`src/source/core_arch_pkg.sv`:
```
// Core architecture package
// Data width and word type shared by the execute stage units

package core_arch_pkg;

    // ------------------------------------------------------------------------
    // Widths
    // ------------------------------------------------------------------------

    localparam int XLEN      = 64;  // Register width
    localparam int WORD_BITS = 32;  // Width of the W-suffixed operations

    // ------------------------------------------------------------------------
    // Types
    // ------------------------------------------------------------------------

    // One register-sized data word, operands and results
    typedef logic [XLEN-1:0] xword_t;

endpackage

```
`src/source/mdu_pkg.sv`:
```
// Multiply-divide unit package
// Opcodes, sequencer states, counter width and the request bundle

package mdu_pkg;

    // Enough for a count of 64
    localparam int CTR_W = 7;

    // ------------------------------------------------------------------------
    // Opcodes
    // ------------------------------------------------------------------------

    // Bit 2 set selects the divider
    typedef enum logic [2:0] {
        MUL    = 3'd0,
        MULH   = 3'd1,
        MULHSU = 3'd2,
        MULHU  = 3'd3,
        DIV    = 3'd4,
        DIVU   = 3'd5,
        REM    = 3'd6,
        REMU   = 3'd7
    } mdu_op_e;

    // Sequencer states
    typedef enum logic [1:0] {
        IDLE = 2'd0,
        RUN  = 2'd1,
        DONE = 2'd2
    } mdu_state_e;

    // ------------------------------------------------------------------------
    // Request, held stable by the issuer for the whole operation
    // ------------------------------------------------------------------------

    typedef struct packed {
        mdu_op_e               op;
        logic                  word;  // 32-bit form, result sign-extended
        core_arch_pkg::xword_t rs1;
        core_arch_pkg::xword_t rs2;
    } mdu_req_t;

endpackage

```
`src/source/mdu_seq.sv`:
```
`timescale 1ns/10ps
// Multiply-divide sequencer
// Detects a new request, runs the iteration counter for the selected
// datapath and holds the result until flush

module mdu_seq #(
    parameter int MUL_UNROLL = 4
) (
    input  logic                       g_clk,
    input  logic                       rst_n,
    input  logic                       flush,
    input  logic                       valid,
    input  mdu_pkg::mdu_op_e           op,
    input  logic                       word,
    input  core_arch_pkg::xword_t      mul_result,
    input  core_arch_pkg::xword_t      div_result,
    output logic                       start,
    output logic                       run,
    output logic [mdu_pkg::CTR_W-1:0]  ctr,
    output logic                       ready,
    output core_arch_pkg::xword_t      rd
);

    localparam int CW = mdu_pkg::CTR_W;

    // Odd unroll stops one short of zero
    localparam logic [CW-1:0] MUL_END = (MUL_UNROLL % 2 == 0) ? CW'(0) : CW'(1);

    mdu_pkg::mdu_state_e state;

    logic          is_div;
    logic [CW-1:0] ctr_end;
    logic [CW-1:0] ctr_step;

    assign is_div   = op[2];                            // Divider class
    assign ctr_end  = is_div ? CW'(0) : MUL_END;
    assign ctr_step = is_div ? CW'(1) : CW'(MUL_UNROLL);

    assign start = valid && (state == mdu_pkg::IDLE);
    assign run   = (state == mdu_pkg::RUN);
    assign ready = (state == mdu_pkg::DONE);
    assign rd    = is_div ? div_result : mul_result;

    // ------------------------------------------------------------------------
    // State and iteration counter
    // ------------------------------------------------------------------------

    always_ff @(posedge g_clk) begin
        if (!rst_n || flush) begin
            state <= mdu_pkg::IDLE;
            ctr   <= '0;
        end else begin
            case (state)
                mdu_pkg::IDLE: begin
                    if (start) begin
                        state <= mdu_pkg::RUN;
                        ctr   <= word ? CW'(core_arch_pkg::WORD_BITS)
                                      : CW'(core_arch_pkg::XLEN);
                    end
                end
                mdu_pkg::RUN: begin
                    if (ctr == ctr_end) begin
                        state <= mdu_pkg::DONE;     // Datapath idle from here
                    end else begin
                        ctr <= ctr - ctr_step;
                    end
                end
                mdu_pkg::DONE: state <= mdu_pkg::DONE;  // Held until flush
                default:       state <= mdu_pkg::IDLE;
            endcase
        end
    end

endmodule

```
`src/source/mdu_mul_iter.sv`:
```
`timescale 1ns/10ps
// Iterative shift-add multiplier
// Consumes MUL_UNROLL multiplier bits per cycle into a double-width
// accumulator that shifts right, so the full product ends up in place

module mdu_mul_iter #(
    parameter int MUL_UNROLL = 4
) (
    input  logic                       g_clk,
    input  logic                       start,
    input  logic                       run,
    input  logic [mdu_pkg::CTR_W-1:0]  ctr,
    input  mdu_pkg::mdu_req_t          req,
    output core_arch_pkg::xword_t      result
);

    localparam int XLEN = core_arch_pkg::XLEN;
    localparam int WB   = core_arch_pkg::WORD_BITS;
    localparam int CW   = mdu_pkg::CTR_W;

    core_arch_pkg::xword_t mcand;       // Multiplicand, fixed for the op
    core_arch_pkg::xword_t mplier;      // Multiplier, bit 0 consumed first
    logic [2*XLEN-1:0]     acc;
    logic [2*XLEN-1:0]     acc_nxt;

    logic rs1_signed;
    logic rs2_signed;
    logic mul_hi;
    logic step;

    assign rs1_signed = (req.op == mdu_pkg::MULH) || (req.op == mdu_pkg::MULHSU);
    assign rs2_signed = (req.op == mdu_pkg::MULH);
    assign mul_hi     = (req.op == mdu_pkg::MULH) || (req.op == mdu_pkg::MULHSU) ||
                        (req.op == mdu_pkg::MULHU);
    assign step       = run && (ctr != '0);

    // ------------------------------------------------------------------------
    // One cycle of partial products
    // ------------------------------------------------------------------------

    always_comb begin
        logic [XLEN:0] add_l;
        logic [XLEN:0] add_r;
        logic [XLEN:0] sum;
        logic          sub_last;
        acc_nxt = acc;
        for (int i = 0; i < MUL_UNROLL; i++) begin
            // Top bit of a signed multiplier weighs -2^63
            sub_last = (i == MUL_UNROLL - 1) && (ctr == CW'(MUL_UNROLL)) &&
                       rs2_signed && mplier[i];
            add_l    = {rs1_signed & acc_nxt[2*XLEN-1], acc_nxt[2*XLEN-1:XLEN]};
            add_r    = mplier[i] ? {rs1_signed & mcand[XLEN-1], mcand} : '0;
            if (sub_last) begin
                add_r = ~add_r;                 // Two's complement with carry in
            end
            sum      = add_l + add_r + {{XLEN{1'b0}}, sub_last};
            acc_nxt  = {sum, acc_nxt[XLEN-1:1]};
        end
    end

    // Operand and accumulator registers, no reset needed
    always_ff @(posedge g_clk) begin
        if (start) begin
            mcand  <= req.rs1;
            mplier <= req.rs2;
            acc    <= '0;
        end else if (step) begin
            mplier <= mplier >> MUL_UNROLL;
            acc    <= acc_nxt;
        end
    end

    // ------------------------------------------------------------------------
    // Result select
    // ------------------------------------------------------------------------

    // After 32 steps the low product word sits just under the top half.
    // Word mode returns that word for every multiply opcode
    always_comb begin
        if (req.word) begin
            result = {{(XLEN-WB){acc[XLEN-1]}}, acc[XLEN-1 -: WB]};
        end else if (mul_hi) begin
            result = acc[2*XLEN-1:XLEN];
        end else begin
            result = acc[XLEN-1:0];
        end
    end

endmodule

```
`src/source/mdu_div_iter.sv`:
```
`timescale 1ns/10ps
// Iterative restoring divider
// Works on operand magnitudes, one quotient bit per cycle, and applies
// the RISC-V sign rules to the quotient or remainder on the way out

module mdu_div_iter (
    input  logic                       g_clk,
    input  logic                       start,
    input  logic                       run,
    input  logic [mdu_pkg::CTR_W-1:0]  ctr,
    input  mdu_pkg::mdu_req_t          req,
    output core_arch_pkg::xword_t      result
);

    localparam int XLEN = core_arch_pkg::XLEN;
    localparam int WB   = core_arch_pkg::WORD_BITS;

    core_arch_pkg::xword_t dividend;    // Partial remainder
    core_arch_pkg::xword_t quotient;
    logic [2*XLEN-1:0]     divisor;     // Shifted divisor, moves right

    core_arch_pkg::xword_t rs1_ext;
    core_arch_pkg::xword_t rs2_ext;
    core_arch_pkg::xword_t rs1_abs;
    core_arch_pkg::xword_t rs2_abs;
    core_arch_pkg::xword_t qmask;
    core_arch_pkg::xword_t pre_sext;
    logic [2*XLEN-1:0]     divisor_init;

    logic signed_op;
    logic div_q;                        // Quotient wanted, else remainder
    logic sign_lhs;
    logic sign_rhs;
    logic rs2_nz;
    logic out_neg;
    logic fits;
    logic step;

    // ------------------------------------------------------------------------
    // Operand preparation
    // ------------------------------------------------------------------------

    assign signed_op = (req.op == mdu_pkg::DIV) || (req.op == mdu_pkg::REM);
    assign div_q     = (req.op == mdu_pkg::DIV) || (req.op == mdu_pkg::DIVU);

    // Word operands extended by the op's signedness
    assign rs1_ext = req.word ? {{(XLEN-WB){signed_op & req.rs1[WB-1]}}, req.rs1[WB-1:0]}
                              : req.rs1;
    assign rs2_ext = req.word ? {{(XLEN-WB){signed_op & req.rs2[WB-1]}}, req.rs2[WB-1:0]}
                              : req.rs2;

    assign sign_lhs = signed_op && rs1_ext[XLEN-1];
    assign sign_rhs = signed_op && rs2_ext[XLEN-1];
    assign rs2_nz   = |rs2_ext;

    // Most negative value maps to its unsigned magnitude
    assign rs1_abs = sign_lhs ? -rs1_ext : rs1_ext;
    assign rs2_abs = sign_rhs ? -rs2_ext : rs2_ext;

    // Align divisor with the top quotient bit
    assign divisor_init = {{XLEN{1'b0}}, rs2_abs} << (req.word ? (WB - 1) : (XLEN - 1));

    // ------------------------------------------------------------------------
    // Iteration
    // ------------------------------------------------------------------------

    assign step  = run && (ctr != '0);
    assign fits  = divisor <= {{XLEN{1'b0}}, dividend};
    assign qmask = {{(XLEN-1){1'b0}}, 1'b1} << (ctr - 1'b1);

    always_ff @(posedge g_clk) begin
        if (start) begin
            dividend <= rs1_abs;
            divisor  <= divisor_init;
            quotient <= '0;
        end else if (step) begin
            if (fits) begin
                dividend <= dividend - divisor[XLEN-1:0];
                quotient <= quotient | qmask;
            end
            divisor <= divisor >> 1;
        end
    end

    // ------------------------------------------------------------------------
    // Output sign and width
    // ------------------------------------------------------------------------

    // Zero divisor keeps the quotient at all ones and the remainder at rs1
    assign out_neg  = div_q ? ((sign_lhs ^ sign_rhs) && rs2_nz) : sign_lhs;
    assign pre_sext = div_q ? (out_neg ? -quotient : quotient)
                            : (out_neg ? -dividend : dividend);

    assign result = req.word ? {{(XLEN-WB){pre_sext[WB-1]}}, pre_sext[WB-1:0]}
                             : pre_sext;

endmodule

```
`src/source/core_pipe_exec_mdu.sv`:
```
`timescale 1ns/10ps
// Execute stage multiply-divide unit
// Sequencer plus separate multiplier and divider datapaths, one
// operation at a time, result held with ready until flush

module core_pipe_exec_mdu #(
    parameter int MUL_UNROLL = 4    // 1, 2, 4 or 8
) (
    input  logic                   g_clk,
    input  logic                   rst_n,
    input  logic                   flush,
    input  logic                   valid,
    input  mdu_pkg::mdu_req_t      req,
    output logic                   ready,
    output core_arch_pkg::xword_t  rd
);

    logic                       start;
    logic                       run;
    logic [mdu_pkg::CTR_W-1:0]  ctr;
    core_arch_pkg::xword_t      mul_result;
    core_arch_pkg::xword_t      div_result;

    mdu_seq #(
        .MUL_UNROLL (MUL_UNROLL)
    ) u_seq (
        .g_clk      (g_clk),
        .rst_n      (rst_n),
        .flush      (flush),
        .valid      (valid),
        .op         (req.op),
        .word       (req.word),
        .mul_result (mul_result),
        .div_result (div_result),
        .start      (start),
        .run        (run),
        .ctr        (ctr),
        .ready      (ready),
        .rd         (rd)
    );

    mdu_mul_iter #(
        .MUL_UNROLL (MUL_UNROLL)
    ) u_mul (
        .g_clk  (g_clk),
        .start  (start),
        .run    (run),
        .ctr    (ctr),
        .req    (req),
        .result (mul_result)
    );

    mdu_div_iter u_div (
        .g_clk  (g_clk),
        .start  (start),
        .run    (run),
        .ctr    (ctr),
        .req    (req),
        .result (div_result)
    );

endmodule

```
`config.mk`:
```
export PLATFORM = sky130hd
export DESIGN_NAME = core_pipe_exec_mdu
export DESIGN_NICKNAME = d
export VERILOG_FILES = /design/src/source/core_arch_pkg.sv /design/src/source/mdu_pkg.sv /design/src/source/mdu_seq.sv /design/src/source/mdu_mul_iter.sv /design/src/source/mdu_div_iter.sv /design/src/source/core_pipe_exec_mdu.sv
export SDC_FILE = /design/constraint.sdc
export NUM_CORES = 2
export LEC_CHECK = 0
export BUFFER_PORTS_ARGS = -buffer_cell sky130_fd_sc_hd__buf_2
export CORE_MARGIN = 2
export CORE_UTILIZATION = 54
export CTS_CLUSTER_SIZE = 10
export DETAILED_ROUTE_END_ITERATION = 12
export GPL_TIMING_DRIVEN = 0
export MAX_ROUTING_LAYER = met4
export PLACE_DENSITY = 0.71
export SETUP_SLACK_MARGIN = 0.02
export SYNTH_ARGS = -nofsm -noshare
export SYNTH_HDL_FRONTEND = slang
export SYNTH_HIERARCHICAL = 1
export SYNTH_SLANG_ARGS = --single-unit
```
`constraint.sdc`:
```
create_clock -name g_clk -period 10.7 [get_ports g_clk]
set_input_delay 2.14 -clock g_clk [delete_from_list [all_inputs] [get_ports g_clk]]
set_output_delay 2.14 -clock g_clk [all_outputs]
set_load 0.01 [all_outputs]
```
==> impl_table.tex <==
\begin{tabular}{lr}
\hline
Metric & Value \\
\hline
\multicolumn{2}{l}{\textbf{Place}} \\
\quad Half-perimeter wire length after detailed placement & 156000 um \\
\quad Worst slack, placed & -2.45 ns \\
\quad Gp weighted congestion & 1.07 \\
\quad Post-placement cell count & 7529 \\
\quad PortBufs & 200 \\
\multicolumn{2}{l}{\textbf{Timing}} \\
\quad Final worst path period share & 0.962 \\
\quad Tightest Pin Transition & 1.44 ns \\
\quad Maximum clock frequency & 0.0971 GHz \\
\quad Final-layout setup total negative slack & 0 ns \\
\quad Worst slew margin relative to its limit & 0.0269 \\
\quad Final Hold Viols & 0 \\
\quad Post-route minimum period & 10.29 ns \\
\quad Worst clock skew & 0.0369 ns \\
\quad Max-slew violations & 0 \\
\quad Setup violation total in the final timing report & 0 \\
\quad Setup repair after global routing missed its margin & true \\
\quad Final critical-path setup slack & 0.406 ns \\
\multicolumn{2}{l}{\textbf{Yosys}} \\
\quad Count of state elements after synthesis & 520 \\
\quad Mean post-synth cell area & 8.10 um\^{}2 \\
\quad Count of distinct cell types in the synthesized netlist & 112 \\
\quad Most area-hungry cell type in the Yosys netlist & edfxtp\_1 \\
\quad Share of the synthesized area in the top cell type & 0.193 \\
\quad Mapped Area & 0.0497 mm\^{}2 \\
\quad Post-synthesis net count & 6672 \\
\quad Gate Count Post-Synth & 6139 \\
\quad Main synth FF type & edfxtp\_1 \\
\quad Proportion of synthesized chip area in sequential cells & 0.274 \\
\quad Count of flip-flops with a built-in enable after synthesis & 319 \\
\quad Top post-synthesis cells by area & edfxtp\_1 19\%, ha\_1 9.9\%, dfxtp\_1 8.1\% \\
\quad Fraction of registers with async set/reset & 0 \\
\quad Yosys warns & 6 \\
\multicolumn{2}{l}{\textbf{Power and ir drop}} \\
\quad Pwr per Cell Area & 173 mW/mm\^{}2 \\
\quad Internal & 5.28 mW \\
\quad Leakage power & 22.3 nW \\
\quad Worst supply voltage drop on vdd & 0.155 mV \\
\quad Power share of the clock group & 0.199 \\
\quad Combinational share of power & 0.532 \\
\quad P\_sw & 4.19 mW \\
\quad Fraction of power spent switching nets & 0.442 \\
\quad Fraction of power consumed by sequential logic & 0.270 \\
\multicolumn{2}{l}{\textbf{Hold path}} \\
\quad Worst Hold Launch & u\_mul/acc[2] \\
\quad Worst hold path type & reg2reg \\
\multicolumn{2}{l}{\textbf{Critical path}} \\
\quad Worst Path Buf+Inv & 5 \\
\quad Critical path required time & 11.25 ns \\
\quad Kind of capture point of the worst setup path & flip-flop \\
\quad Cell repeated most along the worst path & a21o\_1 \\
\quad Reg2Reg Setup Slack & 0.41 ns \\
\quad Longest individual stage delay on the worst path & 0.42 ns \\
\quad Maximum net fanout on the critical path & 10 \\
\quad Launching element type of the critical path & flip-flop \\
\quad Data arrival time of the critical path & 10.84 ns \\
\quad Crit-path slowest cell & edfxtp\_1 \\
\quad Crit path from & u\_mul/mplier[0] \\
\quad Crit Reg-Reg Startpoint & u\_mul/mplier[0] \\
\quad CP top delay family & compound AO/OA/AOI/OAI gates \\
\quad Critical path class & reg2reg \\
\multicolumn{2}{l}{\textbf{Clock tree}} \\
\quad Count of hold-fix buffers inserted at cts & 0 \\
\quad Maximum clock insertion buffer count & 3 \\
\quad H-Tree Level Count & 2 \\
\quad Number of CTS-inserted buffers & 59 \\
\quad TritonCTS clock tree & built \\
\quad Clock network latency to the later pin of the worst-skew pair & 0.67 ns \\
\quad TritonCTS Sinks & 520 \\
\quad CTS clk-pin slew, worst paths & 0.06 ns \\
\quad Clock root buffer & clkbuf\_16 \\
\multicolumn{2}{l}{\textbf{Final layout}} \\
\quad Leading cell type in the layout, fill and taps excluded & nand2\_1 \\
\quad Layout-stage area growth over the synthesis result & 10.2\% \\
\quad Commonest non-fill, non-tap cells in the layout & 738 x nand2\_1, 550 x a21oi\_1, 383 x ha\_1 \\
\quad Layout cell share with drive strength beyond 1 & 0.0943 \\
\quad Final cell utilization of the core & 0.600 \\
\quad Fin nets & 6953 \\
\quad Number of standard cells in the final layout excluding fillers & 7659 \\
\multicolumn{2}{l}{\textbf{Outcome}} \\
\quad Run status & complete, no violations \\
\multicolumn{2}{l}{\textbf{GRT}} \\
\quad Vias in the first global route & 45000 \\
\quad Largest net degree at the start of global routing & 69 \\
\quad Initial antenna violation count & 12 \\
\quad Wire length of the first global-routing pass & 282000 um \\
\quad Overflow left after global routing & 0 \\
\quad Overall routing resource usage & 0.407 \\
\multicolumn{2}{l}{\textbf{Die}} \\
\quad Die span in y & 307 um \\
\quad Top Ports & 201 \\
\quad \# rows & 111 \\
\quad Core ar. & 0.0914 mm\^{}2 \\
\quad Area of the die & 0.0945 mm\^{}2 \\
\quad Die Width & 307 um \\
\quad Starting density of the core & 0.544 \\
\multicolumn{2}{l}{\textbf{Drt}} \\
\quad Routed wire length per instance & 25.5 um \\
\quad Total iterations of the first detailed-routing run & 8 \\
\quad DRC violations left & 0 \\
\quad Routed via count divided by cell count & 6.47 \\
\quad Via count & 49600 \\
\quad Violation count after the first detailed-route iteration & 5861 \\
\quad Final routed wirelength across all metal layers & 195000 um \\
\quad Final ANT Viol Nets & 0 \\
\multicolumn{2}{l}{\textbf{Job}} \\
\quad Max Cap Viol & 0 \\
\hline
\end{tabular}
[repair_timing]
action,CTS,global route
pin swaps,7,37
setup endpoints to repair,33,29
resized for setup,42,98
buffers inserted,11,17
[power groups by stage]
stage / Combinational, mW / Clock, mW / Sequential, mW
detailed placement: 4.67 / 0 / 2.58
CTS: 4.77 / 1.90 / 2.54
global route: 5.44 / 1.97 / 2.56
floorplan: 3.42 / 0 / 2.49
global placement: 4.65 / 0 / 2.59
finish: 5.03 / 1.88 / 2.55
[worst register-to-register path, delay by kind of cell (launching register included)]
kind	cells	cell delay, ns
AOI/OAI and AO/OA	28	5.65
xor gates and xnor gates	3	0.60
adders and majority gates	4	1.18
buffers and inverters	5	0.87
DFF	1	0.42
and+or+nand+nor	10	1.49
[per-stage QoR]
stage               total power [mW]  hold slack, ns  cell area [um^2]
floorplan                       5.92           0.436             49700
global placement                7.23           0.445             52200
detailed placement              7.25           0.454             52300
CTS                             9.21           0.462             54200
global route                    9.97           0.488             54800
finish                          9.47           0.460             54800
[state kept, by name, indices dropped and copies added (netlist names)]
| signal | cells |
|---|---|
| u_mul/mcand | 64 |
| u_div/divisor | 127 |
| u_mul/acc | 128 |
| u_div/dividend | 64 |
| u_seq/state | 2 |
| u_div/quotient | 64 |
| u_mul/mplier | 64 |
| u_seq/ctr | 7 |
[kinds of logic (layout without fill, tap and decap cells)]
logic type	after synthesis	count (layout)	synth area share
buffers and inverters	601	922	0.0464
DFF	520	520	0.274
and+or+nand+nor	2023	2023	0.200
other	0	13	0
AOI/OAI and AO/OA	1839	1839	0.238
muxes	170	170	0.0377
xor gates and xnor gates	589	589	0.104
adders and majority gates	397	397	0.101
[worst paths after layout]
| check | to | depth (start not counted) |
|---|---|---|
| min | u_mul/acc[2] | 2 |
| min reg2reg | u_mul/acc[2] | 2 |
| max reg2reg | u_mul/acc[126] | 50 |
| max | u_mul/acc[126] | 50 |
[synthesized netlist by cell type (28+ instances only)]
cell type and count:
a21o_1 205, a21oi_1 568, a22o_1 35, a31oi_1 91, and2_1 218, and3_1 44
clkbuf_1 288, dfxtp_1 201, edfxtp_1 319, ha_1 392, inv_1 267, mux2_2 127
mux2i_1 42, nand2_1 740, nand2b_1 57, nand3_1 114, nand4_1 99, nor2_1 365
nor2b_1 51, nor3_1 119, nor4_1 49, o21a_1 45, o21ai_0 376, o21bai_1 52
o22ai_1 42, o2bb2ai_1 75, o31ai_1 76, o41ai_1 28, or3_1 34, xnor2_1 335
xor2_1 253
[routing by layer]
| layer | GRT usage | share of wire | up-vias |
|---|---|---|---|
| li1 | - | - | 22900 |
| met1 | 0.540 | 0.41 | 23600 |
| met2 | 0.606 | 0.43 | 2593 |
| met3 | 0.0658 | 0.098 | 476 |
| met4 | 0.192 | 0.055 | 0 |
| met5 | - | 0 | - |
[layout make-up]
cell class	instances	area, um^2
tap	1186	1480
timing repair buffer	232	1330
clock buffer	95	1640
clock inverter	6	42.5
inverter	268	1010
multi-input combinational	5018	34400
buffer	321	1260
sequential	520	13600
antenna	13	32.5
fill	8543	36600
(Power assumes the default switching activity.)
